`config.mk`:
```
export PLATFORM = sky130hd
export DESIGN_NAME = lsu_ctrl_flat
export DESIGN_NICKNAME = d
export VERILOG_FILES = /design/src/verilog/axi_pkg.sv /design/src/verilog/lsu_pkg.sv /design/src/verilog/axi_if.sv /design/src/verilog/lsu_align.sv /design/src/verilog/lsu_ctrl.sv /design/src/flat_wrapper.sv
export VERILOG_INCLUDE_DIRS = /design/src /design/src/verilog
export SDC_FILE = /design/constraint.sdc
export NUM_CORES = 1
export LEC_CHECK = 0
export BUFFER_PORTS_ARGS = -buffer_cell sky130_fd_sc_hd__buf_2
export CAP_MARGIN = 20
export CELL_PAD_IN_SITES_DETAIL_PLACEMENT = 0
export CELL_PAD_IN_SITES_GLOBAL_PLACEMENT = 1
export CORE_MARGIN = 5
export CORE_UTILIZATION = 34
export DETAILED_ROUTE_END_ITERATION = 10
export PLACE_DENSITY = 0.86
export SYNTH_ARGS = -nofsm -noshare
export SYNTH_HDL_FRONTEND = slang
export SYNTH_SLANG_ARGS = --single-unit
```
`constraint.sdc`:
```
create_clock -name clk -period 4 [get_ports clk]
set_input_delay 0.6 -clock clk [delete_from_list [all_inputs] [get_ports clk]]
set_output_delay 0.6 -clock clk [all_outputs]
set_load 0.1 [all_outputs]
```
`src/verilog/lsu_consts.svh`:
```
`ifndef LSU_CONSTS_SVH
`define LSU_CONSTS_SVH

// Data path and address width
`define LSU_DATA_W 32

// Byte address of word 0 of the on-chip memory
`define LSU_MEM_BASE 32'h8000_0000

// Memory depth in 32-bit words
`define LSU_MEM_WORDS 256

`endif

```
`src/verilog/axi_pkg.sv`:
```
`default_nettype none

package axi_pkg;

    // Log2 of bytes per beat as on AxSIZE
    typedef enum logic [2:0] {
        SIZE_BYTE = 3'd0,
        SIZE_HALF = 3'd1,
        SIZE_WORD = 3'd2
    } size_e;

    typedef enum logic [1:0] {
        RESP_OKAY   = 2'b00,
        RESP_SLVERR = 2'b10 // Also used for out-of-window accesses
    } resp_e;

endpackage

`default_nettype wire

```
`src/verilog/lsu_pkg.sv`:
```
`default_nettype none
`include "lsu_consts.svh"

package lsu_pkg;

    typedef enum logic [3:0] {
        NONE, // Instruction without memory access
        LB,
        LBU,
        LH,
        LHU,
        LW,
        SB,
        SH,
        SW
    } mem_op_e;

    typedef struct packed {
        mem_op_e                op;
        logic [`LSU_DATA_W-1:0] addr;
        logic [`LSU_DATA_W-1:0] wdata;
        logic [3:0]             tag;   // Destination register tag
    } lsu_req_t;

    typedef struct packed {
        logic [3:0]             tag;
        logic [`LSU_DATA_W-1:0] data;
        logic                   fault;
    } lsu_resp_t;

endpackage

`default_nettype wire

```
`src/verilog/axi_if.sv`:
```
`timescale 1ns/1ps
`default_nettype none
`include "lsu_consts.svh"

interface axi_if;

    logic                       awvalid;
    logic                       awready;
    logic [`LSU_DATA_W-1:0]     awaddr;
    axi_pkg::size_e             awsize;
    logic                       wvalid;
    logic                       wready;
    logic [`LSU_DATA_W-1:0]     wdata;
    logic [`LSU_DATA_W/8-1:0]   wstrb;
    logic                       bvalid;
    logic                       bready;
    axi_pkg::resp_e             bresp;
    logic                       arvalid;
    logic                       arready;
    logic [`LSU_DATA_W-1:0]     araddr;
    axi_pkg::size_e             arsize;
    logic                       rvalid;
    logic                       rready;
    logic [`LSU_DATA_W-1:0]     rdata;
    axi_pkg::resp_e             rresp;

    modport master (
        output awvalid, awaddr, awsize, wvalid, wdata, wstrb, bready,
        output arvalid, araddr, arsize, rready,
        input  awready, wready, bvalid, bresp, arready, rvalid, rdata, rresp
    );

    modport slave (
        input  awvalid, awaddr, awsize, wvalid, wdata, wstrb, bready,
        input  arvalid, araddr, arsize, rready,
        output awready, wready, bvalid, bresp, arready, rvalid, rdata, rresp
    );

endinterface

`default_nettype wire

```
`src/verilog/lsu_align.sv`:
```
`timescale 1ns/1ps
`default_nettype none
`include "lsu_consts.svh"

module lsu_align (
    input  wire lsu_pkg::mem_op_e           op,
    input  wire [`LSU_DATA_W-1:0]           addr,
    input  wire [`LSU_DATA_W-1:0]           wdata,
    input  wire [`LSU_DATA_W-1:0]           bus_rdata,
    output logic [`LSU_DATA_W-1:0]          lane_wdata,
    output logic [3:0]                      wstrb,
    output axi_pkg::size_e                  size,
    output logic [`LSU_DATA_W-1:0]          load_data,
    output logic                            misaligned
);

    logic [1:0]             off;
    logic [`LSU_DATA_W-1:0] shifted;

    assign off = addr[1:0];

    always_comb begin
        case (op)
            lsu_pkg::LB, lsu_pkg::LBU, lsu_pkg::SB: size = axi_pkg::SIZE_BYTE;
            lsu_pkg::LH, lsu_pkg::LHU, lsu_pkg::SH: size = axi_pkg::SIZE_HALF;
            default:                                size = axi_pkg::SIZE_WORD;
        endcase
    end

    // NONE carries no access and never faults
    assign misaligned = (op != lsu_pkg::NONE) &&
                        (((size == axi_pkg::SIZE_HALF) && off[0]) ||
                         ((size == axi_pkg::SIZE_WORD) && (off != 2'b00)));

    // Byte lanes follow the low address bits
    assign lane_wdata = wdata << {off, 3'b000};
    assign wstrb = ((size == axi_pkg::SIZE_BYTE) ? 4'b0001 :
                    (size == axi_pkg::SIZE_HALF) ? 4'b0011 : 4'b1111) << off;

    assign shifted = bus_rdata >> {off, 3'b000};

    always_comb begin
        case (op)
            lsu_pkg::LB:  load_data = {{24{shifted[7]}}, shifted[7:0]};
            lsu_pkg::LBU: load_data = {24'b0, shifted[7:0]};
            lsu_pkg::LH:  load_data = {{16{shifted[15]}}, shifted[15:0]};
            lsu_pkg::LHU: load_data = {16'b0, shifted[15:0]};
            default:      load_data = shifted;
        endcase
    end

endmodule

`default_nettype wire

```
`src/verilog/lsu_ctrl.sv`:
```
`timescale 1ns/1ps
`default_nettype none
`include "lsu_consts.svh"

module lsu_ctrl (
    input  wire                 clk,
    input  wire                 rst,
    input  wire                 req_valid,
    output logic                req_ready,
    input  wire lsu_pkg::lsu_req_t req,
    output logic                resp_valid,
    output lsu_pkg::lsu_resp_t  resp,
    axi_if.master               axi
);

    typedef enum logic {
        IDLE,
        BUSY
    } state_t;

    state_t                 state;
    lsu_pkg::lsu_req_t      req_q;
    lsu_pkg::lsu_req_t      cur;
    logic [`LSU_DATA_W-1:0] lane_wdata;
    logic [3:0]             wstrb;
    axi_pkg::size_e         size;
    logic [`LSU_DATA_W-1:0] load_data;
    logic                   misaligned;
    logic                   accept;
    logic                   short_done;
    logic                   is_store;
    logic                   aw_fire;
    logic                   w_fire;
    logic                   b_fire;
    logic                   ar_fire;
    logic                   r_fire;

    assign req_ready = (state == IDLE);
    assign accept    = req_valid && req_ready;

    // In IDLE decode the incoming request so the first beat leaves next cycle
    assign cur = (state == IDLE) ? req : req_q;

    assign is_store   = cur.op inside {lsu_pkg::SB, lsu_pkg::SH, lsu_pkg::SW};
    assign short_done = accept && ((req.op == lsu_pkg::NONE) || misaligned);

    lsu_align u_align (
        .op         (cur.op),
        .addr       (cur.addr),
        .wdata      (cur.wdata),
        .bus_rdata  (axi.rdata),
        .lane_wdata (lane_wdata),
        .wstrb      (wstrb),
        .size       (size),
        .load_data  (load_data),
        .misaligned (misaligned)
    );

    // Payload stays stable from the registered request while BUSY
    assign axi.awaddr = req_q.addr;
    assign axi.awsize = size;
    assign axi.wdata  = lane_wdata;
    assign axi.wstrb  = wstrb;
    assign axi.araddr = req_q.addr;
    assign axi.arsize = size;

    assign aw_fire = axi.awvalid && axi.awready;
    assign w_fire  = axi.wvalid && axi.wready;
    assign b_fire  = axi.bvalid && axi.bready;
    assign ar_fire = axi.arvalid && axi.arready;
    assign r_fire  = axi.rvalid && axi.rready;

    always_ff @(posedge clk or posedge rst) begin
        if (rst) begin
            state       <= IDLE;
            resp_valid  <= 1'b0;
            axi.awvalid <= 1'b0;
            axi.wvalid  <= 1'b0;
            axi.bready  <= 1'b0;
            axi.arvalid <= 1'b0;
            axi.rready  <= 1'b0;
        end else begin
            resp_valid <= 1'b0;
            case (state)
                IDLE: begin
                    if (accept) begin
                        state <= BUSY;
                        if (short_done) begin
                            resp_valid <= 1'b1;
                        end else if (is_store) begin
                            axi.awvalid <= 1'b1;
                            axi.wvalid  <= 1'b1;
                        end else begin
                            axi.arvalid <= 1'b1;
                        end
                    end
                end
                BUSY: begin
                    if (aw_fire) axi.awvalid <= 1'b0;
                    if (w_fire) axi.wvalid <= 1'b0;
                    // Wait for both the address and the data beat
                    if ((axi.awvalid || axi.wvalid) &&
                        (aw_fire || !axi.awvalid) && (w_fire || !axi.wvalid)) begin
                        axi.bready <= 1'b1;
                    end
                    if (ar_fire) begin
                        axi.arvalid <= 1'b0;
                        axi.rready  <= 1'b1;
                    end
                    if (b_fire || r_fire) begin
                        axi.bready <= 1'b0;
                        axi.rready <= 1'b0;
                        resp_valid <= 1'b1;
                    end
                    if (resp_valid) state <= IDLE; // Response pulse ends the request
                end
                default: state <= IDLE;
            endcase
        end
    end

    always_ff @(posedge clk) begin
        if (accept) req_q <= req;
        if (short_done) begin
            resp.tag   <= req.tag;
            resp.data  <= misaligned ? '0 : req.addr;
            resp.fault <= misaligned;
        end else if (b_fire) begin
            resp.tag   <= req_q.tag;
            resp.data  <= '0;
            resp.fault <= (axi.bresp != axi_pkg::RESP_OKAY);
        end else if (r_fire) begin
            resp.tag   <= req_q.tag;
            resp.data  <= load_data;
            resp.fault <= (axi.rresp != axi_pkg::RESP_OKAY);
        end
    end

endmodule

`default_nettype wire

```
`src/flat_wrapper.sv`:
```
// flat-port wrapper written by rule: the top's interface ports become plain ports
module lsu_ctrl_flat 
  (clk, rst, req_valid, req_ready, req, resp_valid, resp, axi_awvalid, axi_awaddr, axi_awsize, axi_wvalid, axi_wdata, axi_wstrb, axi_bready, axi_arvalid, axi_araddr, axi_arsize, axi_rready, axi_awready, axi_wready, axi_bvalid, axi_bresp, axi_arready, axi_rvalid, axi_rdata, axi_rresp);
  axi_if axi_i ();
  input  wire clk;
  input  wire rst;
  input  wire req_valid;
  output logic req_ready;
  input  wire lsu_pkg::lsu_req_t req;
  output logic resp_valid;
  output lsu_pkg::lsu_resp_t resp;
  output wire logic [$bits(axi_i.awvalid)-1:0] axi_awvalid;
  output wire logic [$bits(axi_i.awaddr)-1:0] axi_awaddr;
  output wire logic [$bits(axi_i.awsize)-1:0] axi_awsize;
  output wire logic [$bits(axi_i.wvalid)-1:0] axi_wvalid;
  output wire logic [$bits(axi_i.wdata)-1:0] axi_wdata;
  output wire logic [$bits(axi_i.wstrb)-1:0] axi_wstrb;
  output wire logic [$bits(axi_i.bready)-1:0] axi_bready;
  output wire logic [$bits(axi_i.arvalid)-1:0] axi_arvalid;
  output wire logic [$bits(axi_i.araddr)-1:0] axi_araddr;
  output wire logic [$bits(axi_i.arsize)-1:0] axi_arsize;
  output wire logic [$bits(axi_i.rready)-1:0] axi_rready;
  input wire logic [$bits(axi_i.awready)-1:0] axi_awready;
  input wire logic [$bits(axi_i.wready)-1:0] axi_wready;
  input wire logic [$bits(axi_i.bvalid)-1:0] axi_bvalid;
  input wire logic [$bits(axi_i.bresp)-1:0] axi_bresp;
  input wire logic [$bits(axi_i.arready)-1:0] axi_arready;
  input wire logic [$bits(axi_i.rvalid)-1:0] axi_rvalid;
  input wire logic [$bits(axi_i.rdata)-1:0] axi_rdata;
  input wire logic [$bits(axi_i.rresp)-1:0] axi_rresp;
  assign axi_awvalid = axi_i.awvalid;
  assign axi_awaddr = axi_i.awaddr;
  assign axi_awsize = axi_i.awsize;
  assign axi_wvalid = axi_i.wvalid;
  assign axi_wdata = axi_i.wdata;
  assign axi_wstrb = axi_i.wstrb;
  assign axi_bready = axi_i.bready;
  assign axi_arvalid = axi_i.arvalid;
  assign axi_araddr = axi_i.araddr;
  assign axi_arsize = axi_i.arsize;
  assign axi_rready = axi_i.rready;
  assign axi_i.awready = axi_awready;
  assign axi_i.wready = axi_wready;
  assign axi_i.bvalid = axi_bvalid;
  assign axi_i.bresp = axi_bresp;
  assign axi_i.arready = axi_arready;
  assign axi_i.rvalid = axi_rvalid;
  assign axi_i.rdata = axi_rdata;
  assign axi_i.rresp = axi_rresp;
  lsu_ctrl u_core (.clk(clk), .rst(rst), .req_valid(req_valid), .req_ready(req_ready), .req(req), .resp_valid(resp_valid), .resp(resp), .axi(axi_i));
endmodule
```
==> results of run 1 <==
## logic make-up (layout without fill, tap and decap cells)
kind of cell           after synthesis  after routing  share of synthesized area, %
AND/OR/NAND/NOR                    194            194                          12.4
XOR/XNOR                             3              3                         0.387
other                                1              3                        0.0552
multiplexers                        78             78                          12.7
flip-flops                         116            116                          50.8
AO/OA/AOI/OAI                      131            131                          13.2
buffers and inverters              114            316                          10.6
## power groups by stage
| stage | clock [mW] | sequential [mW] | combinational [mW] |
|---|---|---|---|
| 4_1_cts | 1.71 | 1.32 | 0.149 |
| 2_1_floorplan | 0 | 1.35 | 0.0525 |
| 3_3_place_gp | 0 | 1.35 | 0.147 |
| 3_5_place_dp | 0 | 1.35 | 0.149 |
| 6_report | 1.69 | 1.32 | 0.148 |
| 5_1_grt | 1.78 | 1.32 | 0.163 |
## how the worst min path moves through the flow
stage,to,slack [ns],depth (start not counted)
after global routing,u_core.axi.bready,0.13,2
after CTS,u_core.axi.bready,0.11,2
final,u_core.axi.bready,0.11,2
after detailed placement,u_core.state,0.47,1
after global placement,u_core.state,0.49,1
after floorplan,u_core.axi.arvalid,0.40,1
## layout by cell type, fill, tap and decap left out, types with 3 or more instances in the layout
master / instances
nor4_1: 3
o21ai_0: 40
o22ai_1: 8
clkinv_4: 3
and2_1: 5
nand2b_1: 3
nand2_1: 109
nor3_1: 5
buf_12: 10
nand3_1: 32
buf_2: 253
clkbuf_16: 17
buf_4: 14
a21oi_1: 20
edfxtp_1: 109
dfrtp_1: 6
nor2b_1: 9
mux2i_2: 3
a32o_1: 23
inv_1: 4
bufinv_16: 4
nor2_1: 22
mux2i_1: 49
o21ai_1: 9
inv_6: 4
mux2_2: 22
a211oi_1: 17
## per-stage QoR
step           util (%)  setup WS (ns)  hold slack (ns)  instance area [um^2]  setup TNS, ns
5_1_grt            44.2          0.402            0.128                  8660              0
3_3_place_gp       40.9          0.692            0.485                  8020              0
4_1_cts            44.2          0.513            0.105                  8660              0
3_5_place_dp       40.9          0.698            0.473                  8020              0
6_report           44.2          0.513            0.114                  8660              0
2_1_floorplan         -         -0.389            0.403                  6800          -3.25
## final cells by class
type | count | share of cell area [%]
inverter | 7 | 0.318
timing repair buffer | 277 | 18.1
antenna | 1 | 0.0289
clock buffer | 17 | 4.91
tap | 265 | 3.83
clock inverter | 15 | 2.53
multi-input combinational | 408 | 30.4
sequential | 116 | 39.8
## layer usage
layer	part of all wire, %	vias to the layer above	global-route usage (%)	routed length [um]
li1	-	2663	-	-
met1	38	2693	22.4	8340
met2	52	267	32.9	11300
met3	8.4	34	4.43	1840
met4	2.0	2	6.03	448
met5	0.059	-	0	13
## critical path, stage by stage (launching register included)
cell      delay [ns]
dfrtp_2         0.65
mux2i_2         0.52
nand2_1         0.15
o21ai_0         0.19
and2_1          0.26
a211oi_1        0.12
a21oi_2         0.14
buf_2           0.44
## sequential cells by signal (all words and copies together), names as in the netlist
signal              flops
u_core.req_q           40
u_core.resp            37
u_core.axi.araddr      32
u_core.axi.arvalid      1
u_core.axi.awvalid      1
u_core.axi.bready       1
u_core.axi.rready       1
u_core.axi.wvalid       1
u_core.resp_valid       1
u_core.state            1
==> summary.md, run 1 <==
| Metric | Value |
|---|---|
| Run status | finished clean |
| Fin cells | 1106 |
| Reg2reg end | u_core.resp[5] |
| Clk buf depth | 2 |
| Number of global-route vias before repair | 5595 |
| Max-cap viol count | 0 |
| Routability cong. | 0.827 |
| Slew Viols, Final | 0 |
| FF/Latch Area | 3450 um^2 |
| #FFs+latches synth | 116 |
| CTS tree | built |
| Sw Pwr | 0.713 mW |
| Die H | 151 um |
| Logic pwr share | 4.7% |
| CTS Buf Count | 17 |
| Worst reg-to-reg setup slack | 0.94 ns |
| RSZ-0062 raised after global routing | no |
| Aggregate global routing overflow | 0 |
| Quantity of hold-fixing buffers added after cts | 0 |
| Num rows | 51 |
| DRC | 0 |
| Final hold violations | 0 |
| Dpl hpwl | 16300 um |
| Sw Ratio | 22.5% |
| Latest clock arrival within the worst-skew pair | 0.42 ns |
| P_int | 2.45 mW |
| Critical path class | reg -> out |
| Top cells by area, synth | edfxtp_1 (48%), buf_4 (7.6%), mux2i_1 (7.2%) |
| Fillcell total | 1885 |
| Post-Syn Instances | 637 |
| Hold WC Path Type | in -> async |
| Syn avg cell area | 10.7 um^2 |
| Synthesis-to-layout area growth | 27.5% |
| Vias per inst | 5.12 |
| Largest net degree at the start of global routing | 46 |
| CP Data Required Time | 3.40 ns |
| Post-Route WL | 22000 um |
| Detail Route Antenna Nets | 0 |
| Sequential element share of the synthesized area | 50.8% |
| Initial antenna violation count | 2 |
| Critical Path AT | 2.89 ns |
| Least-Margin Pin Slew | 0.890 ns |
| Skew final | 0.0146 ns |
| Post_cts resized | 0 |
| Sequential share of power | 41.8% |
| Startpoint Class | flop |
| Post-synth EDFFs | 109 |
| Multi-input logic area | 2640 um^2 |
| Tcrit/Tclk final | 87.2% |
| Pwr per Cell Area | 365 nW/um^2 |
| Pleak | 3.75 nW |
| Final Power | 3.16 mW |
| Reg clk slew, reported paths | 0.06 ns |
| Most frequent cells after synthesis | nand2_1 (110), edfxtp_1 (109), buf_4 (69) |
| Iteration-0 DRC Markers | 303 |
| VDD IR max | 0.000279 V |
| Unique cell type count in the Yosys netlist | 48 |
| Clock sinks | 116 |
| Crit path capture type | output port |
| Yosys warning count | 0 |
| Die Area | 22900 um^2 |
| Total track usage | 18.7% |
| Crit Path Max Fanout | 15 |
| Inst Count DP | 1073 |
| Ports | 266 |
| Max transition margin | 40.7% |
| First-pass GRT wire length | 32100 um |
| Reg2Reg Depth | 6 |
| RR Startpoint | u_core.state |
| Core outline area | 19600 um^2 |
| Synthesized area | 6790 um^2 |
| Top_reg_cell synth | edfxtp_1 |
| Post CTS Setup Buffer Count | 0 |
| Share of cells above drive strength 1 | 41.5% |
| # setup viols final | 0 |
| Die width | 151 um |
| Top-count cell post-synth | nand2_1 |
| Area leader, netlist | edfxtp_1 |
| CP startpoint | u_core.state |
| Via count | 5659 |
| Post-synth top area share | 48.2% |
| Worst Setup EP | axi_wstrb[2] |
| Initial core utilization | 34.7% |
| DRT Pass-1 Iters | 4 |
| Root Buffer | clkbuf_16 |
| Layout Nets | 943 |
| Fin crit period | 3.49 ns |
| I/O Buffers | 263 |
| Clock power share | 53.5% |
| Wirelength per Cell | 19.9 um |
| Peak Freq | 287 MHz |
| Async S/R FF share, synth | 6.03% |
| H-tree Lvls | 4 |
(Power assumes the default switching activity.)
==> run 2: changes to the inputs <==
PLACE_DENSITY = not set   (was 0.86)
PLACE_DENSITY_LB_ADDON = 0.1   (was not set)
==> run 2 against run 1 <==
Effect of this change:
- utilization hardly changed
- sequential cell count stayed put
- via count decreased by 1.4%
- non-clock buffer count unchanged
- sequential power is essentially flat
- combinational power is 3% higher
- highest routed layer unchanged
- clock power is 17% lower
- cell count decreased by 0.18%
- critical path type unchanged
- routed wire length increased by 2.6%
- cell area hardly changed
==> summary.md, run 2 (same netlist as run 1, synthesis figures left out) <==
| Metric | Value |
|---|---|
| Dpl hpwl | 16600 um |
| Aggregate global routing overflow | 0 |
| Layout Nets | 943 |
| Worst setup margin | 0.467 ns |
| CP top delay family | buffers and inverters |
| Most frequent cells in the layout | buf_2 (246), nand2_1 (109), edfxtp_1 (109), mux2i_1 (49), o21ai_0 (40) |
| DRT Pass-1 Iters | 4 |
| Die H | 151 um |
| Fin cells | 1104 |
| Crit path capture type | output port |
| Peak Freq | 283 MHz |
| Max transition margin | 39.7% |
| Final hold violations | 0 |
| Core outline area | 19600 um^2 |
| Max reg flops | 40 |
| CP Cell Sequence | buf_4, mux2i_2, nand2_1, o21ai_0, and2_1, a211oi_1, a21oi_2, buf_2 |
| Initial core utilization | 34.7% |
| CP Data Required Time | 3.40 ns |
| RSZ-0062 raised after global routing | no |
| Iteration-0 DRC Markers | 301 |
| Detail Route Antenna Nets | 0 |
| Inst Count DP | 1073 |
| Post_cts resized | 0 |
| Run status | finished clean |
| H-tree Lvls | 4 |
| Number of global-route vias before repair | 5723 |
| # setup viols final | 0 |
| Die width | 151 um |
| Fin crit period | 3.53 ns |
| Ports | 266 |
| Tcrit/Tclk final | 88.3% |
| Skew final | 0.0142 ns |
| Share of cells above drive strength 1 | 41.1% |
| Reg clk slew, reported paths | 0.05 ns |
| Setup Slack @ Placement | 0.814 ns |
| Number of diodes | 0 |
| Largest net degree at the start of global routing | 49 |
| Critical path class | reg -> out |
| VDD IR max | 0.000273 V |
| Pleak | 3.71 nW |
| Clk buf depth | 2 |
| First-pass GRT wire length | 33300 um |
| I/O Buffers | 263 |
| Wirelength per Cell | 20.4 um |
| Slew Viols, Final | 0 |
| Hold WC Path Type | in -> async |
| Latest clock arrival within the worst-skew pair | 0.41 ns |
| Fillcell total | 1923 |
| Synthesis-to-layout area growth | 27.5% |
| Total track usage | 19.1% |
| Vias per inst | 5.05 |
| Least-Margin Pin Slew | 0.904 ns |
| Critical path buffers and inverters | 2 |
| CTS Buf Count | 17 |
| Clock sinks | 116 |
| Quantity of hold-fixing buffers added after cts | 0 |
| Final Power | 2.88 mW |
| Max-cap viol count | 0 |
| Pwr per Cell Area | 333 nW/um^2 |
| Critical Path AT | 2.93 ns |
| Critical Path Slowest Stage Cell | dfrtp_2 |
| CTS tree | built |
| Initial antenna violation count | 2 |
| Worst path max stage delay | 0.53 ns |
| Crit Path Max Fanout | 17 |
| Root Buffer | clkbuf_16 |
| Most common cell after layout, fill and taps aside | buf_2 |
| Die Area | 22900 um^2 |
| Routability cong. | 0.857 |
| Via count | 5577 |
| Post CTS Setup Buffer Count | 0 |
| Most flop-heavy register | u_core.req_q |
| DRC | 0 |
| Num rows | 51 |
| Post-Route WL | 22500 um |
| Startpoint Class | flop |
run 2: changes by cell type in the layout (fill, tap and decap cells not counted), sizes merged:
cell      delta
inv          -4
clkinv       +1
bufinv       -3
clkbuf       +2
clkinvlp     +3
diode        -1
run 2: final cells by class:
cell class / count / area [um^2] / share of cell area [%]
Clock inverter: 12 / 108 / 1.24
Multi-Input combinational cell: 408 / 2640 / 30.4
Clock buffer: 19 / 433 / 5.00
Tap cell: 265 / 332 / 3.83
Sequential cell: 116 / 3450 / 39.8
Inverter: 7 / 27.5 / 0.318
Timing Repair Buffer: 277 / 1680 / 19.4
run 2: routing by layer:
layer  part of all wire (%)  track usage [%]  vias to the layer above
li1                       -                -                     2653
met5                  0.062                0                        -
met1                     41             23.3                     2669
met3                    7.7             4.97                       25
met4                    1.3             4.94                        4
met2                     50             33.5                      226
run 2: worst paths after layout:
path                                   start                 to  slack [ns]  cells after the start
setup / recovery                u_core.state       axi_wstrb[2]        0.47                      8
hold reg to reg            u_core.resp_valid       u_core.state        0.48                      1
hold / removal                           rst  u_core.axi.wvalid        0.12                      2
setup reg to reg                u_core.state     u_core.resp[5]        0.82                      8
max in group asynchronous                rst       u_core.state        3.63                      2
min in group clk                     req[33]   u_core.req_q[33]        0.38                      1
run 2: power breakdown:
group          switching, mW  total (mW)  internal, mW
combinational         0.0859       0.152        0.0660
sequential                 0        1.32          1.32
clock                  0.559        1.41         0.848
run 2: per-stage QoR:
stage / hold slack [ns] / setup TNS (ns) / utilization [%] / cell area (um^2)
after floorplan: 0.403 / -3.25 / - / 6800
after global placement: 0.460 / 0 / 41.5 / 8120
after detailed placement: 0.480 / 0 / 41.5 / 8120
after CTS: 0.104 / 0 / 44.2 / 8660
after global routing: 0.136 / 0 / 44.2 / 8660
final: 0.119 / 0 / 44.2 / 8660
